`src/board_pkg.sv`:
```
package board_pkg;

    typedef logic [31:0] word_t;     // apb data and load buffer word
    typedef logic [7:0]  paddr_t;    // apb byte address
    typedef logic [7:0]  led_t;      // one led bank or one segment pattern
    typedef logic [4:0]  key_idx_t;  // 0..15 keys, 16 none
    typedef logic [3:0]  load_idx_t;

    localparam int       LOAD_DEPTH = 16;
    localparam key_idx_t KEY_NONE   = 5'd16;

    typedef struct packed {
        logic   psel;
        logic   penable;
        logic   pwrite;
        paddr_t paddr;
        word_t  pwdata;
    } apb_req_t;

    typedef struct packed {
        word_t prdata;
        logic  pready;
        logic  pslverr;
    } apb_rsp_t;

    typedef struct packed {
        logic      valid;
        load_idx_t idx;
        word_t     data;
    } load_wr_t;

    localparam paddr_t ADDR_LED  = 8'h00;
    localparam paddr_t ADDR_SEG  = 8'h04;
    localparam paddr_t ADDR_SW   = 8'h08;
    localparam paddr_t ADDR_BTN  = 8'h0C;
    localparam paddr_t ADDR_KEY  = 8'h10;
    localparam paddr_t ADDR_STAT = 8'h14;
    localparam paddr_t ADDR_BUF  = 8'h40;  // window up to 0x7C

    // active low, bit order {dp, g, f, e, d, c, b, a}
    localparam led_t HEX_SEG [16] = '{
        8'hC0, 8'hF9, 8'hA4, 8'hB0, 8'h99, 8'h92, 8'h82, 8'hF8,
        8'h80, 8'h90, 8'h88, 8'h83, 8'hC6, 8'hA1, 8'h86, 8'h8E
    };

endpackage

```
`src/board_top.sv`:
```
module board_top #(
    parameter int CLKS_PER_BIT    = 868,
    parameter int SCAN_CYCLES     = 100000,
    parameter int DEBOUNCE_CYCLES = 4
) (
    input  logic                clk,
    input  logic                arst_n,
    input  board_pkg::apb_req_t apb_req,
    output board_pkg::apb_rsp_t apb_rsp,
    input  logic                rx,
    input  logic [7:0]          switches1,
    input  logic [7:0]          switches2,
    input  logic [7:0]          switches3,
    input  logic                bt1,
    input  logic                bt2,
    input  logic                bt3,
    input  logic                bt4,
    input  logic                bt5,
    output logic [3:0]          kp_row,
    input  logic [3:0]          kp_col,
    output board_pkg::led_t     led1_out,
    output board_pkg::led_t     led2_out,
    output board_pkg::led_t     led3_out,
    output board_pkg::led_t     seg_en,
    output board_pkg::led_t     seg_out,
    output logic                uart_done
);

    board_pkg::load_wr_t load_wr;
    board_pkg::key_idx_t key_idx;
    board_pkg::word_t    seg_value;
    logic [4:0]          word_cnt;

    uart_loader #(.CLKS_PER_BIT(CLKS_PER_BIT)) uart_loader_inst (
        .clk, .arst_n, .rx, .load_wr, .done(uart_done), .word_cnt
    );

    seg7_scan #(.SCAN_CYCLES(SCAN_CYCLES)) seg7_scan_inst (
        .clk, .arst_n, .value(seg_value), .seg_en, .seg_out
    );

    keypad_scan #(.DEBOUNCE_CYCLES(DEBOUNCE_CYCLES)) keypad_scan_inst (
        .clk, .arst_n, .kp_col, .kp_row, .key_idx
    );

    io_regs io_regs_inst (
        .clk, .arst_n, .apb_req, .apb_rsp,
        .switches1, .switches2, .switches3,
        .bt1, .bt2, .bt3, .bt4, .bt5,
        .key_idx, .load_wr, .done(uart_done), .word_cnt,
        .led1_out, .led2_out, .led3_out, .seg_value
    );

endmodule

```
`src/io_regs.sv`:
```
module io_regs (
    input  logic                clk,
    input  logic                arst_n,
    input  board_pkg::apb_req_t apb_req,
    output board_pkg::apb_rsp_t apb_rsp,
    input  logic [7:0]          switches1,
    input  logic [7:0]          switches2,
    input  logic [7:0]          switches3,
    input  logic                bt1,
    input  logic                bt2,
    input  logic                bt3,
    input  logic                bt4,
    input  logic                bt5,
    input  board_pkg::key_idx_t key_idx,
    input  board_pkg::load_wr_t load_wr,
    input  logic                done,
    input  logic [4:0]          word_cnt,
    output board_pkg::led_t     led1_out,
    output board_pkg::led_t     led2_out,
    output board_pkg::led_t     led3_out,
    output board_pkg::word_t    seg_value
);

    logic [28:0]          in_meta;   // {buttons, switches}
    logic [28:0]          in_sync;
    board_pkg::word_t     load_buf [board_pkg::LOAD_DEPTH];
    board_pkg::paddr_t    addr;
    board_pkg::load_idx_t buf_idx;
    board_pkg::word_t     rdata;
    logic                 access;
    logic                 is_buf;
    logic                 mapped;
    logic                 read_only;
    logic                 wr_en;

    assign addr    = apb_req.paddr;
    assign buf_idx = addr[5:2];
    assign access  = apb_req.psel && apb_req.penable;
    assign is_buf  = (addr[7:6] == board_pkg::ADDR_BUF[7:6]) && (addr[1:0] == 2'b00);

    always_comb begin
        mapped    = 1'b1;
        read_only = 1'b1;
        rdata     = '0;
        case (addr)
            board_pkg::ADDR_LED: begin
                read_only = 1'b0;
                rdata     = {8'h00, led3_out, led2_out, led1_out};
            end
            board_pkg::ADDR_SEG: begin
                read_only = 1'b0;
                rdata     = seg_value;
            end
            board_pkg::ADDR_SW:   rdata = {8'h00, in_sync[23:0]};
            board_pkg::ADDR_BTN:  rdata = {27'd0, in_sync[28:24]};
            board_pkg::ADDR_KEY:  rdata = {27'd0, key_idx};
            board_pkg::ADDR_STAT: rdata = {19'd0, word_cnt, 7'd0, done};
            default: begin
                if (is_buf) begin
                    rdata = load_buf[buf_idx];
                end else begin
                    mapped = 1'b0;
                end
            end
        endcase
    end

    assign wr_en = access && apb_req.pwrite && mapped && !read_only;

    assign apb_rsp.prdata  = rdata;
    assign apb_rsp.pready  = 1'b1;  // no wait states
    assign apb_rsp.pslverr = access && (!mapped || (apb_req.pwrite && read_only));

    // two-flop synchronizer for switches and buttons
    always_ff @(posedge clk or negedge arst_n) begin
        if (!arst_n) begin
            in_meta <= '0;
            in_sync <= '0;
        end else begin
            in_meta <= {bt5, bt4, bt3, bt2, bt1, switches3, switches2, switches1};
            in_sync <= in_meta;
        end
    end

    always_ff @(posedge clk or negedge arst_n) begin
        if (!arst_n) begin
            led1_out  <= '0;
            led2_out  <= '0;
            led3_out  <= '0;
            seg_value <= '0;
        end else if (wr_en) begin
            if (addr == board_pkg::ADDR_LED) begin
                {led3_out, led2_out, led1_out} <= apb_req.pwdata[23:0];
            end
            if (addr == board_pkg::ADDR_SEG) begin
                seg_value <= apb_req.pwdata;
            end
        end
    end

    always_ff @(posedge clk) begin
        if (load_wr.valid) begin
            load_buf[load_wr.idx] <= load_wr.data;
        end
    end

    a_penable_needs_psel: assert property (
        @(posedge clk) disable iff (!arst_n) apb_req.penable |-> apb_req.psel
    );

endmodule

```
`src/keypad_scan.sv`:
```
module keypad_scan #(
    parameter int DEBOUNCE_CYCLES = 4
) (
    input  logic                clk,
    input  logic                arst_n,
    input  logic [3:0]          kp_col,
    output logic [3:0]          kp_row,
    output board_pkg::key_idx_t key_idx
);

    localparam int               DEB_W = $clog2(DEBOUNCE_CYCLES + 1);
    localparam logic [DEB_W-1:0] DEB_N = DEB_W'(DEBOUNCE_CYCLES);

    logic [3:0]          col_meta;
    logic [3:0]          col_s;
    logic [1:0]          row;
    logic [1:0]          hold_cnt;   // each row is held four cycles
    logic                sample;
    logic                hit;
    logic [1:0]          first_col;
    board_pkg::key_idx_t cand;       // first key seen in this sweep
    board_pkg::key_idx_t next_cand;
    board_pkg::key_idx_t last_key;   // reading of the previous sweep
    logic [DEB_W-1:0]    stable_cnt;

    assign kp_row = ~(4'b0001 << row);
    // columns have passed the synchronizer by the last hold cycle
    assign sample = (hold_cnt == 2'd3);

    always_comb begin
        hit       = 1'b0;
        first_col = 2'd0;
        for (int c = 3; c >= 0; c--) begin
            if (!col_s[c]) begin
                hit       = 1'b1;
                first_col = 2'(c);  // lowest column wins
            end
        end
        next_cand = cand;
        if ((cand == board_pkg::KEY_NONE) && hit) begin
            next_cand = {1'b0, row, first_col};
        end
    end

    always_ff @(posedge clk or negedge arst_n) begin
        if (!arst_n) begin
            col_meta <= 4'hF;
            col_s    <= 4'hF;
        end else begin
            col_meta <= kp_col;
            col_s    <= col_meta;
        end
    end

    always_ff @(posedge clk or negedge arst_n) begin
        if (!arst_n) begin
            row        <= '0;
            hold_cnt   <= '0;
            cand       <= board_pkg::KEY_NONE;
            last_key   <= board_pkg::KEY_NONE;
            stable_cnt <= '0;
            key_idx    <= board_pkg::KEY_NONE;
        end else begin
            hold_cnt <= hold_cnt + 1'b1;
            if (sample) begin
                row <= row + 1'b1;
                if (row == 2'd3) begin
                    // sweep complete
                    cand <= board_pkg::KEY_NONE;
                    if (next_cand != last_key) begin
                        last_key   <= next_cand;
                        stable_cnt <= DEB_W'(1);
                    end else if (stable_cnt != DEB_N) begin
                        stable_cnt <= stable_cnt + 1'b1;
                    end
                end else begin
                    cand <= next_cand;
                end
            end
            if (stable_cnt == DEB_N) begin
                key_idx <= last_key;
            end
        end
    end

    a_one_row: assert property (
        @(posedge clk) disable iff (!arst_n) $onehot(~kp_row)
    );

endmodule

```
`src/seg7_scan.sv`:
```
module seg7_scan #(
    parameter int SCAN_CYCLES = 100000
) (
    input  logic             clk,
    input  logic             arst_n,
    input  board_pkg::word_t value,
    output board_pkg::led_t  seg_en,
    output board_pkg::led_t  seg_out
);

    localparam int               CNT_W    = $clog2(SCAN_CYCLES + 1);
    localparam logic [CNT_W-1:0] CNT_LAST = CNT_W'(SCAN_CYCLES - 1);

    logic [CNT_W-1:0] cnt;
    logic [2:0]       digit;   // 0 is the rightmost digit
    logic [3:0]       nibble;

    always_ff @(posedge clk or negedge arst_n) begin
        if (!arst_n) begin
            cnt   <= '0;
            digit <= '0;
        end else begin
            if (cnt == CNT_LAST) begin
                cnt   <= '0;
                digit <= digit + 1'b1;  // wraps 7 -> 0
            end else begin
                cnt <= cnt + 1'b1;
            end
        end
    end

    assign nibble  = value[{digit, 2'b00} +: 4];
    assign seg_en  = ~(8'b0000_0001 << digit);      // active low enable
    assign seg_out = board_pkg::HEX_SEG[nibble];

    // exactly one digit lit at any time
    a_one_digit: assert property (
        @(posedge clk) disable iff (!arst_n) $onehot(~seg_en)
    );

endmodule

```
`src/uart_loader.sv`:
```
module uart_loader #(
    parameter int CLKS_PER_BIT = 868
) (
    input  logic                clk,
    input  logic                arst_n,
    input  logic                rx,
    output board_pkg::load_wr_t load_wr,
    output logic                done,
    output logic [4:0]          word_cnt
);

    localparam int               CNT_W     = $clog2(CLKS_PER_BIT) + 1;
    localparam logic [CNT_W-1:0] BIT_LAST  = CNT_W'(CLKS_PER_BIT - 1);
    localparam logic [CNT_W-1:0] HALF_LAST = CNT_W'(CLKS_PER_BIT / 2 - 1);

    typedef enum logic [1:0] {ST_IDLE, ST_START, ST_DATA, ST_STOP} rx_state_e;
    typedef enum logic {PH_COUNT, PH_PAYLOAD} phase_e;

    rx_state_e        state;
    phase_e           phase;
    logic [1:0]       rx_sync;
    logic             rx_s;
    logic [CNT_W-1:0] clk_cnt;
    logic [2:0]       bit_idx;
    logic [7:0]       rx_byte;
    logic             byte_done;
    logic [4:0]       n_words;
    logic [1:0]       byte_cnt;
    logic [23:0]      word_sh;   // low three bytes of the word in flight

    assign rx_s = rx_sync[1];
    // stop bit sampled high, byte is good
    assign byte_done = (state == ST_STOP) && (clk_cnt == BIT_LAST) && rx_s;

    always_ff @(posedge clk or negedge arst_n) begin
        if (!arst_n) begin
            rx_sync <= 2'b11;  // line idles high
        end else begin
            rx_sync <= {rx_sync[0], rx};
        end
    end

    always_ff @(posedge clk or negedge arst_n) begin
        if (!arst_n) begin
            state   <= ST_IDLE;
            clk_cnt <= '0;
            bit_idx <= '0;
            rx_byte <= '0;
        end else begin
            case (state)
                ST_IDLE: begin
                    clk_cnt <= '0;
                    if (!rx_s) begin
                        state <= ST_START;
                    end
                end
                ST_START: begin
                    if (clk_cnt == HALF_LAST) begin
                        clk_cnt <= '0;
                        bit_idx <= '0;
                        state   <= rx_s ? ST_IDLE : ST_DATA;  // high again means a glitch
                    end else begin
                        clk_cnt <= clk_cnt + 1'b1;
                    end
                end
                ST_DATA: begin
                    if (clk_cnt == BIT_LAST) begin
                        clk_cnt <= '0;
                        rx_byte <= {rx_s, rx_byte[7:1]};  // lsb first
                        bit_idx <= bit_idx + 1'b1;
                        if (bit_idx == 3'd7) begin
                            state <= ST_STOP;
                        end
                    end else begin
                        clk_cnt <= clk_cnt + 1'b1;
                    end
                end
                default: begin
                    if (clk_cnt == BIT_LAST) begin
                        clk_cnt <= '0;
                        state   <= ST_IDLE;
                    end else begin
                        clk_cnt <= clk_cnt + 1'b1;
                    end
                end
            endcase
        end
    end

    always_ff @(posedge clk or negedge arst_n) begin
        if (!arst_n) begin
            phase    <= PH_COUNT;
            n_words  <= '0;
            byte_cnt <= '0;
            word_cnt <= '0;
            word_sh  <= '0;
            done     <= 1'b0;
            load_wr  <= '0;
        end else begin
            load_wr.valid <= 1'b0;
            // done follows the last word's write pulse
            if (load_wr.valid && (word_cnt == n_words)) begin
                done <= 1'b1;
            end
            if (byte_done) begin
                if (phase == PH_COUNT) begin
                    // counts outside 1..16 are dropped
                    if ((rx_byte != 8'd0) && (rx_byte <= 8'(board_pkg::LOAD_DEPTH))) begin
                        n_words  <= rx_byte[4:0];
                        word_cnt <= '0;
                        byte_cnt <= '0;
                        done     <= 1'b0;
                        phase    <= PH_PAYLOAD;
                    end
                end else begin
                    byte_cnt <= byte_cnt + 1'b1;
                    word_sh  <= {rx_byte, word_sh[23:8]};
                    if (byte_cnt == 2'd3) begin
                        load_wr.valid <= 1'b1;
                        load_wr.idx   <= word_cnt[3:0];
                        load_wr.data  <= {rx_byte, word_sh};
                        word_cnt      <= word_cnt + 5'd1;
                        if ((word_cnt + 5'd1) == n_words) begin
                            phase <= PH_COUNT;
                        end
                    end
                end
            end
        end
    end

    // no buffer write may land after the load has been flagged complete
    a_no_wr_after_done: assert property (
        @(posedge clk) disable iff (!arst_n) !(load_wr.valid && done)
    );

endmodule
```
`config.mk`:
```
export PLATFORM = sky130hd
export DESIGN_NAME = board_top
export DESIGN_NICKNAME = d
export VERILOG_FILES = /design/src/board_pkg.sv /design/src/board_top.sv /design/src/io_regs.sv /design/src/keypad_scan.sv /design/src/seg7_scan.sv /design/src/uart_loader.sv
export SDC_FILE = /design/constraint.sdc
export NUM_CORES = 1
export LEC_CHECK = 0
export BUFFER_PORTS_ARGS = -buffer_cell sky130_fd_sc_hd__clkbuf_2
export CAP_MARGIN = 15
export CORE_UTILIZATION = 30
export DETAILED_ROUTE_END_ITERATION = 8
export GPL_TIMING_DRIVEN = 1
export PLACE_DENSITY = 0.5
export SLEW_MARGIN = 0
export SYNTH_ARGS = -nofsm -noshare
export SYNTH_HDL_FRONTEND = slang
export SYNTH_SLANG_ARGS = --single-unit
```
`constraint.sdc`:
```
create_clock -name clk -period 4.25 [get_ports clk]
set_input_delay 0.85 -clock clk [delete_from_list [all_inputs] [get_ports clk]]
set_output_delay 0.85 -clock clk [all_outputs]
set_load 0.02 [all_outputs]
```
==> results of run 1 <==
-- per-layer routing --
layer,up-vias,part of all wire (%)
li1,7154,-
met5,-,0.0098
met1,8778,43
met3,104,5.5
met4,2,2.3
met2,494,49
-- sequential cells by signal, indices dropped and copies added, names as in the netlist, 4 cells and up --
name                       flops
io_regs_inst.led1_out          8
keypad_scan_inst.last_key      5
io_regs_inst.led3_out          8
io_regs_inst.seg_value        32
keypad_scan_inst.key_idx       5
io_regs_inst.load_buf        512
uart_loader_inst.load_wr      37
io_regs_inst.led2_out          8
io_regs_inst.in_meta          29
keypad_scan_inst.col_s         4
uart_loader_inst.n_words       5
uart_loader_inst.rx_byte       8
keypad_scan_inst.cand          5
seg7_scan_inst.cnt            17
keypad_scan_inst.col_meta      4
uart_loader_inst.word_sh      24
io_regs_inst.in_sync          29
uart_loader_inst.word_cnt      5
uart_loader_inst.clk_cnt      11
-- critical path, delay by kind of cell --
family / cells / cell delay, ns
AOI/OAI and AO/OA: 2 / 0.45
buffers and inverters: 3 / 0.47
and+or+nand+nor: 3 / 1.51
-- cell type report --
cell class / count / area, um^2 / share of cell area (%)
diodes: 1 / 2.50 / 0.00682
clock buffers: 122 / 2360 / 6.43
clock inverters: 35 / 423 / 1.15
inverters: 54 / 203 / 0.553
multi-input cells: 819 / 8390 / 22.9
flip-flops and latches: 777 / 22000 / 60.1
well taps: 1368 / 1710 / 4.67
repair buffers: 227 / 1570 / 4.27
-- how the worst max path moves through the flow --
stage / startpoint / depth (start not counted) / endpoint / slack (ns)
2_1_floorplan: apb_req[34] / 7 / apb_rsp[2] / 0.24
3_3_place_gp: apb_req[39] / 8 / apb_rsp[3] / 0.1
3_5_place_dp: apb_req[39] / 8 / apb_rsp[3] / -0.006
4_1_cts: apb_req[39] / 8 / apb_rsp[3] / 0.05
5_1_grt: apb_req[39] / 8 / apb_rsp[3] / 0.004
6_report: apb_req[39] / 8 / apb_rsp[3] / 0.11
-- synth_stat cells, types with 24 or more instances --
master                       n
sky130_fd_sc_hd__clkbuf_1   50
sky130_fd_sc_hd__inv_1      53
sky130_fd_sc_hd__ha_1       30
sky130_fd_sc_hd__o21ai_0    34
sky130_fd_sc_hd__mux4_2    172
sky130_fd_sc_hd__edfxtp_1  512
sky130_fd_sc_hd__dfrtp_1   252
sky130_fd_sc_hd__a21oi_1    27
sky130_fd_sc_hd__nand2_1   172
sky130_fd_sc_hd__mux2_2     96
sky130_fd_sc_hd__nor2_1     62
sky130_fd_sc_hd__mux2i_1    24
-- through the flow --
stage / instances / util (%)
after floorplan: 1732 / -
after global placement: 3245 / 33.3
after detailed placement: 3245 / 33.3
after CTS: 3402 / 36.0
after global routing: 3402 / 36.0
final: 3403 / 36.0
-- power by group --
group | internal [mW] | switching (mW)
logic | 0.172 | 0.273
registers | 8.04 | 0.0281
clock network | 4.31 | 3.01
-- cells in the final DEF (no fill, tap or decap), types with 23 or more instances in the layout --
master / synthesis / routed
sky130_fd_sc_hd__edfxtp_1: 512 / 512
sky130_fd_sc_hd__dfrtp_1: 252 / 251
sky130_fd_sc_hd__nand2_1: 172 / 172
sky130_fd_sc_hd__mux4_2: 172 / 172
sky130_fd_sc_hd__clkbuf_2: 0 / 152
sky130_fd_sc_hd__mux2_2: 96 / 96
sky130_fd_sc_hd__clkbuf_16: 0 / 86
sky130_fd_sc_hd__buf_4: 3 / 54
sky130_fd_sc_hd__inv_1: 53 / 53
sky130_fd_sc_hd__nor2_1: 62 / 50
sky130_fd_sc_hd__o21ai_0: 34 / 34
sky130_fd_sc_hd__ha_1: 30 / 30
sky130_fd_sc_hd__clkbuf_1: 50 / 29
sky130_fd_sc_hd__a21oi_1: 27 / 27
sky130_fd_sc_hd__mux2i_1: 24 / 23
-- what timing repair did --
action                                  in CTS  in global routing
resized for setup                            1                  1
buffers inserted                             0                  0
gates cloned                                 0                  0
endpoints found under the setup margin       2                  3
-- cells by family after synthesis --
kind of cell             share of synthesized area, %
XOR/XNOR                                         1.08
AND/OR/NAND/NOR                                  4.83
AO/OA/AOI/OAI                                    2.66
buffers and inverters                            1.76
other                                          0.0122
multiplexers                                     16.9
flip-flops                                       71.5
adder cells (fa/ha/maj)                          1.22
==> metrics.cfg, run 1 <==
[route]
detail_route.drc_violations=0
postRouteAntennaNets=0
avgViaCountPerCell=4.86
drt-initial-drc-count=1435
wl_per_cell_um=23.9
postRouteWirelength_um=81400
routed-via-count=16500
dr.pass1.iters=5

[worst_setup_path]
cp_data_arrival_time_ns=3.29
r2r_path_start=uart_loader_inst.clk_cnt[0]
critPathSlowestCell=sky130_fd_sc_hd__nor3b_1
path_cells=clkbuf_2, or3_1, nor4b_2, buf_12, nor3b_1, a22oi_1, o21ai_0, clkbuf_2
timing.critical_path.to_type=output port
cp_common_cell=sky130_fd_sc_hd__clkbuf_2
r2r_setup_slack_ns=1.12
critPathRequiredTime_ns=3.40
path_max_fanout=6
crit-reg2reg-capture=uart_loader_inst.phase
timing.reg2reg.worst_path_depth=7
timing_worst_setup_path_type=input pin to output port
critical_path.max_stage_delay_ns=0.70
critical_path.startpoint_type=input pin

[placed_design]
gpl.final_weighted_congestion=0.834
placedInstanceArea_um2=33900
numPortBuffers=155
preCtsSetupSlack_ns=-0.00629
detailedPlacementHpwl_um=50800

[cts]
cts_htree_levels=3
max-clock-path-buffers=3
number_of_buffers_inserted_by_hold_repair_at_cts=0
worstSkewPairLatency_ns=0.64
clk_transition_reported_paths_ns=0.06
clock_sinks=777
cts-buffers-inserted=85
ctsRootBufferMaster=sky130_fd_sc_hd__clkbuf_16
tritoncts=yes

[logic_synthesis]
synth_top_cells_by_area=sky130_fd_sc_hd__edfxtp_1, sky130_fd_sc_hd__dfrtp_1, sky130_fd_sc_hd__mux4_2, sky130_fd_sc_hd__mux2_2, sky130_fd_sc_hd__nand2_1
synth_top_area_share_pct=49.9
asyncSetResetFlopFracSynth_pct=34.1
synth_flop_cell=sky130_fd_sc_hd__edfxtp_1
yosys.cell_types.count=61
ys_seq_area_share_pct=71.5
ys_warn_count=0
syn-instance-count=1731
synth_area_um2=30800
yosys_register_bits=777
netlist.top_cell.by_area=sky130_fd_sc_hd__edfxtp_1
avgSynthCellArea_um2=17.8
synth-edff-count=512

[sta]
setup_viol_count_final=0
clock.fmax_mhz=242
final.min_clock_period_ns=4.14
final_min_period_over_clock_period_pct=97.3
worst_clock_skew_on_the_final_layout_ns=0.0265
setup_tns_ns=0
rsz0062_at_grt=false
hold_slack_ns=0.174
finalHoldViolCount=0
worst_slew_pin_slew_ns=0.900
worst_slack_ns=0.114
max_slew_margin_pct=39.8
report.final.slew_viol_count=0

[min_path]
hold_path_class=input pin to asynchronous set/reset pin

[floorplan]
fp.dieArea_um2=104000
row_count=117
core_region_um2=102000
dieWidth_um=322
floorplan.die.height_um=322
num_io_pins=158
start_util_pct=30.3

[global_routing]
gr-usage-all-layers_pct=15.8
grt.met3_usage_pct=2.81
grt_util_met1_pct=20.8
grt_first_pass_wirelength_um=119000
grt_max_degree=83
grt-ovfl-total=0
global_route.peak_usage_layer=met2
globalRouteMet2Util_pct=26.3
via_count_of_the_first_global_routing_pass=17300
antenna_violations_before_repair=5

[power]
leakagePower_nw=12.6
finalPower_mw=15.8
power.ir.vdd_worst_uv=336
power_density_nw_per_um2=432

[run]
drv.max_cap_violation_count=0

[run_status]
status=finished clean

[final_layout]
fillCellCount=9480
drive_gt1_share_pct=32.5
area_delta_synth_final_pct=19.1
fin_nets=2073
design_area_um2=36700

Power figures use the tool's default switching activity.
==> run 2: changes to the inputs <==
--- a/config.mk
+++ b/config.mk
@@ -5,6 +5,7 @@
 export SDC_FILE = /design/constraint.sdc
 export NUM_CORES = 1
 export LEC_CHECK = 0
+export ABC_AREA = 1
 export BUFFER_PORTS_ARGS = -buffer_cell sky130_fd_sc_hd__clkbuf_2
 export CAP_MARGIN = 15
 export CORE_UTILIZATION = 30
@@ -14,4 +15,5 @@
 export SLEW_MARGIN = 0
 export SYNTH_ARGS = -nofsm -noshare
 export SYNTH_HDL_FRONTEND = slang
+export SYNTH_HIERARCHICAL = 1
 export SYNTH_SLANG_ARGS = --single-unit
==> run 2 against run 1 <==
  * Setup slack improved by 0.33 ns
  * Area after synthesis rose by 8.6%
  * Highest routed layer is now met4
  * Sequential power barely moved
  * Largest power group unchanged
  * Sequential cell count did not move
  * Global-route usage rose by 1.2 points
  * Register-to-register slack improved by 0.58 ns
==> metrics.cfg, run 2 <==
[placed_design]
dp_cells=5014  ; was 3245
numPortBuffers=155  ; unchanged
gpl.final_weighted_congestion=0.857  ; was 0.834
detailedPlacementHpwl_um=59300  ; was 50800 um
placedInstanceArea_um2=36100  ; was 33900 um^2

[floorplan]
start_util_pct=30.3  ; about the same
floorplan.die.height_um=336  ; was 322 um
dieWidth_um=336  ; was 322 um
core_region_um2=111000  ; was 102000 um^2
num_io_pins=158  ; unchanged
fp.dieArea_um2=113000  ; was 104000 um^2
row_count=122  ; was 117

[logic_synthesis]
synth-edff-count=512  ; unchanged
synthesis.nets=3561
synth_top_cells_by_area=sky130_fd_sc_hd__edfxtp_1, sky130_fd_sc_hd__nand2_1, sky130_fd_sc_hd__dfrtp_1, sky130_fd_sc_hd__nand3_1, sky130_fd_sc_hd__inv_1  ; was sky130_fd_sc_hd__edfxtp_1, sky130_fd_sc_hd__dfrtp_1, sky130_fd_sc_hd__mux4_2, sky130_fd_sc_hd__mux2_2, sky130_fd_sc_hd__nand2_1
asyncSetResetFlopFracSynth_pct=34.1  ; unchanged
yosys.cell_types.count=45  ; was 61
synth_top_area_share_pct=46.0  ; was 49.9%
netlist.top_cell.by_area=sky130_fd_sc_hd__edfxtp_1  ; unchanged
synth_common_cells=sky130_fd_sc_hd__nand2_1, sky130_fd_sc_hd__edfxtp_1, sky130_fd_sc_hd__dfrtp_1, sky130_fd_sc_hd__inv_1, sky130_fd_sc_hd__nand3_1  ; was sky130_fd_sc_hd__edfxtp_1, sky130_fd_sc_hd__dfrtp_1, sky130_fd_sc_hd__mux4_2, sky130_fd_sc_hd__nand2_1, sky130_fd_sc_hd__mux2_2
ys_warn_count=6  ; was 0
synth_flop_cell=sky130_fd_sc_hd__edfxtp_1  ; unchanged
avgSynthCellArea_um2=9.68  ; was 17.8 um^2
synthMostInstantiatedCell=sky130_fd_sc_hd__nand2_1  ; was sky130_fd_sc_hd__edfxtp_1
yosys_register_bits=777  ; unchanged
synth_area_um2=33400  ; was 30800 um^2
syn-instance-count=3456  ; was 1731
ys_seq_area_share_pct=65.9  ; was 71.5%

[sta]
report.final.slew_viol_count=0  ; unchanged
rsz0062_at_grt=false  ; unchanged
final_min_period_over_clock_period_pct=89.5  ; was 97.3%
max_slew_margin_pct=37.4  ; was 39.8%
clock.fmax_mhz=263  ; was 242 MHz
setup_tns_ns=0  ; unchanged
finalHoldViolCount=0  ; unchanged
worst_clock_skew_on_the_final_layout_ns=0.0260  ; was 0.0265 ns
final.min_clock_period_ns=3.80  ; was 4.14 ns
worst_slew_pin_slew_ns=0.936  ; was 0.900 ns
setup_viol_count_final=0  ; unchanged

[cts]
cts-buffers-inserted=86  ; was 85
worstSkewPairLatency_ns=0.65  ; was 0.64 ns
tritoncts=yes  ; unchanged
number_of_buffers_inserted_by_hold_repair_at_cts=0  ; unchanged
clk_transition_reported_paths_ns=0.06  ; about the same
max-clock-path-buffers=3  ; unchanged
cts_htree_levels=3  ; unchanged
cts-resized-gates=0  ; was 1
clock_sinks=777  ; unchanged
post_cts_buffers=0  ; unchanged
ctsRootBufferMaster=sky130_fd_sc_hd__clkbuf_16  ; unchanged

[worst_setup_path]
r2r_setup_slack_ns=1.70  ; was 1.12 ns
timing_worst_setup_path_type=register to output port  ; was input pin to output port
cp_data_arrival_time_ns=2.95  ; was 3.29 ns
r2r_path_start=uart_loader_inst/clk_cnt[0]  ; was uart_loader_inst.clk_cnt[0]
critPathRequiredTime_ns=3.40  ; about the same
path_max_fanout=13  ; was 6
crit-reg2reg-capture=uart_loader_inst/load_wr[15]  ; was uart_loader_inst.phase
critical_path.startpoint_type=register  ; was input pin
timing.critical_path.to_type=output port  ; unchanged
timing.reg2reg.worst_path_depth=12  ; was 7

[global_routing]
antenna_violations_before_repair=2  ; was 5
grt_first_pass_wirelength_um=145000  ; was 119000 um
via_count_of_the_first_global_routing_pass=22800  ; was 17300
grt-ovfl-total=0  ; unchanged
grt_max_degree=104  ; was 83
gr-usage-all-layers_pct=17.0  ; was 15.8%

[route]
avgViaCountPerCell=4.57  ; was 4.86
drt-initial-drc-count=2013  ; was 1435
postRouteAntennaNets=0  ; unchanged
detail_route.drc_violations=0  ; unchanged
postRouteWirelength_um=95900  ; was 81400 um
routed-via-count=23600  ; was 16500
dr.pass1.iters=6  ; was 5
wl_per_cell_um=18.5  ; was 23.9 um

[min_path]
hold_path_class=input pin to asynchronous set/reset pin  ; unchanged

[final_layout]
design_area_um2=38900  ; was 36700 um^2
largest_registers=io_regs_inst/load_buf: 512 flops, uart_loader_inst/load_wr: 37 flops, io_regs_inst/seg_value: 32 flops  ; was io_regs_inst.load_buf: 512 flops, uart_loader_inst.load_wr: 37 flops, io_regs_inst.seg_value: 32 flops
finish.cell_count_without_fillers=5177  ; was 3403
final_common_cell=sky130_fd_sc_hd__nand2_1  ; was sky130_fd_sc_hd__edfxtp_1
multi_input_area_um2=9910  ; was 8390 um^2
fillCellCount=11300  ; was 9480
area_delta_synth_final_pct=16.4  ; was 19.1%
largest_register=io_regs_inst/load_buf  ; was io_regs_inst.load_buf
fin_util_pct=35.2  ; was 36.0%
drive_gt1_share_pct=12.0  ; was 32.5%
layout.area.seq_um2=22000  ; about the same
layout.cells.most_common_list=sky130_fd_sc_hd__nand2_1, sky130_fd_sc_hd__edfxtp_1, sky130_fd_sc_hd__dfrtp_1  ; was sky130_fd_sc_hd__edfxtp_1, sky130_fd_sc_hd__dfrtp_1, sky130_fd_sc_hd__nand2_1, sky130_fd_sc_hd__mux4_2, sky130_fd_sc_hd__clkbuf_2
largest_reg_flops=512  ; unchanged
fin_nets=3719  ; was 2073

[run_status]
status=finished clean  ; unchanged

[power]
power_density_nw_per_um2=419  ; was 432 nW/um^2
power.ir.vdd_worst_uv=315  ; was 336 uV
leakagePower_nw=16.8  ; was 12.6 nW
finalPower_mw=16.3  ; was 15.8 mW

[run]
drv.max_cap_violation_count=0  ; unchanged

## run 2: changes by cell type in the layout (fill, tap and decap cells not counted), sizes merged, moves of 35 or more
| cell | delta |
|---|---|
| inv | +177 |
| mux2 | -98 |
| mux4 | -172 |
| nand2 | +1548 |
| nand3 | +202 |
| nor2 | +35 |
| o21ai | +98 |
## run 2: through the flow
stage	hold slack (ns)	setup WS (ns)
floorplan	0.331	1.36
global placement	0.332	0.559
detailed placement	0.335	0.594
CTS	0.243	0.425
global route	0.248	0.263
finish	0.248	0.447
## run 2: worst max-delay path by stage
stage / cells past startpoint / start / to / slack, ns
6_report: 10 / seg7_scan_inst/digit[1] / seg_out[2] / 0.45
5_1_grt: 11 / seg7_scan_inst/digit[0] / seg_out[2] / 0.26
4_1_cts: 11 / seg7_scan_inst/digit[0] / seg_out[2] / 0.43
3_5_place_dp: 11 / apb_req[34] / apb_rsp[2] / 0.59
3_3_place_gp: 11 / apb_req[35] / apb_rsp[2] / 0.56
2_1_floorplan: 9 / apb_req[37] / apb_rsp[11] / 1.36
## run 2: final cells by class
type	instances	share of cell area [%]
Tap cell	1488	4.78
Sequential cell	777	56.6
Clock inverter	32	0.624
Antenna cell	1	0.00643
Inverter	233	2.29
Clock buffer	130	6.54
Timing Repair Buffer	220	3.73
Multi-Input combinational cell	2296	25.5
## run 2: kinds of logic after synthesis
group                      count (synthesis)  share of synthesized area (%)
AOI/OAI and AO/OA                        177                           2.81
xor gates and xnor gates                  18                          0.471
adders and majority gates                 26                          0.973
buffers and inverters                    383                           4.89
DFF                                      777                           65.9
muxes                                      1                         0.0299
other                                      2                         0.0225
and+or+nand+nor                         2072                           25.0
## run 2: metal layers
metal	track usage, %	part of all wire, %
met4	4.93	2.7
met3	2.33	4.7
met2	27.3	47
met5	0	0
met1	23.9	46
## run 2: worst max-delay path, stage by stage (launching register included)
cell and delay (ns):
sky130_fd_sc_hd__dfrtp_1 0.62, sky130_fd_sc_hd__inv_2 0.28, sky130_fd_sc_hd__nand3_1 0.26, sky130_fd_sc_hd__nand2_1 0.08, sky130_fd_sc_hd__nand2_1 0.06, sky130_fd_sc_hd__nand2_1 0.12
sky130_fd_sc_hd__ha_1 0.25, sky130_fd_sc_hd__inv_1 0.08, sky130_fd_sc_hd__nand3_1 0.10, sky130_fd_sc_hd__o21ai_1 0.23, sky130_fd_sc_hd__clkbuf_2 0.22
## run 2: where the power goes
| group | total, mW | internal [mW] | switching, mW |
|---|---|---|---|
| combinational | 0.868 | 0.265 | 0.603 |
| sequential | 8.10 | 8.06 | 0.0370 |
| clock | 7.34 | 4.23 | 3.11 |
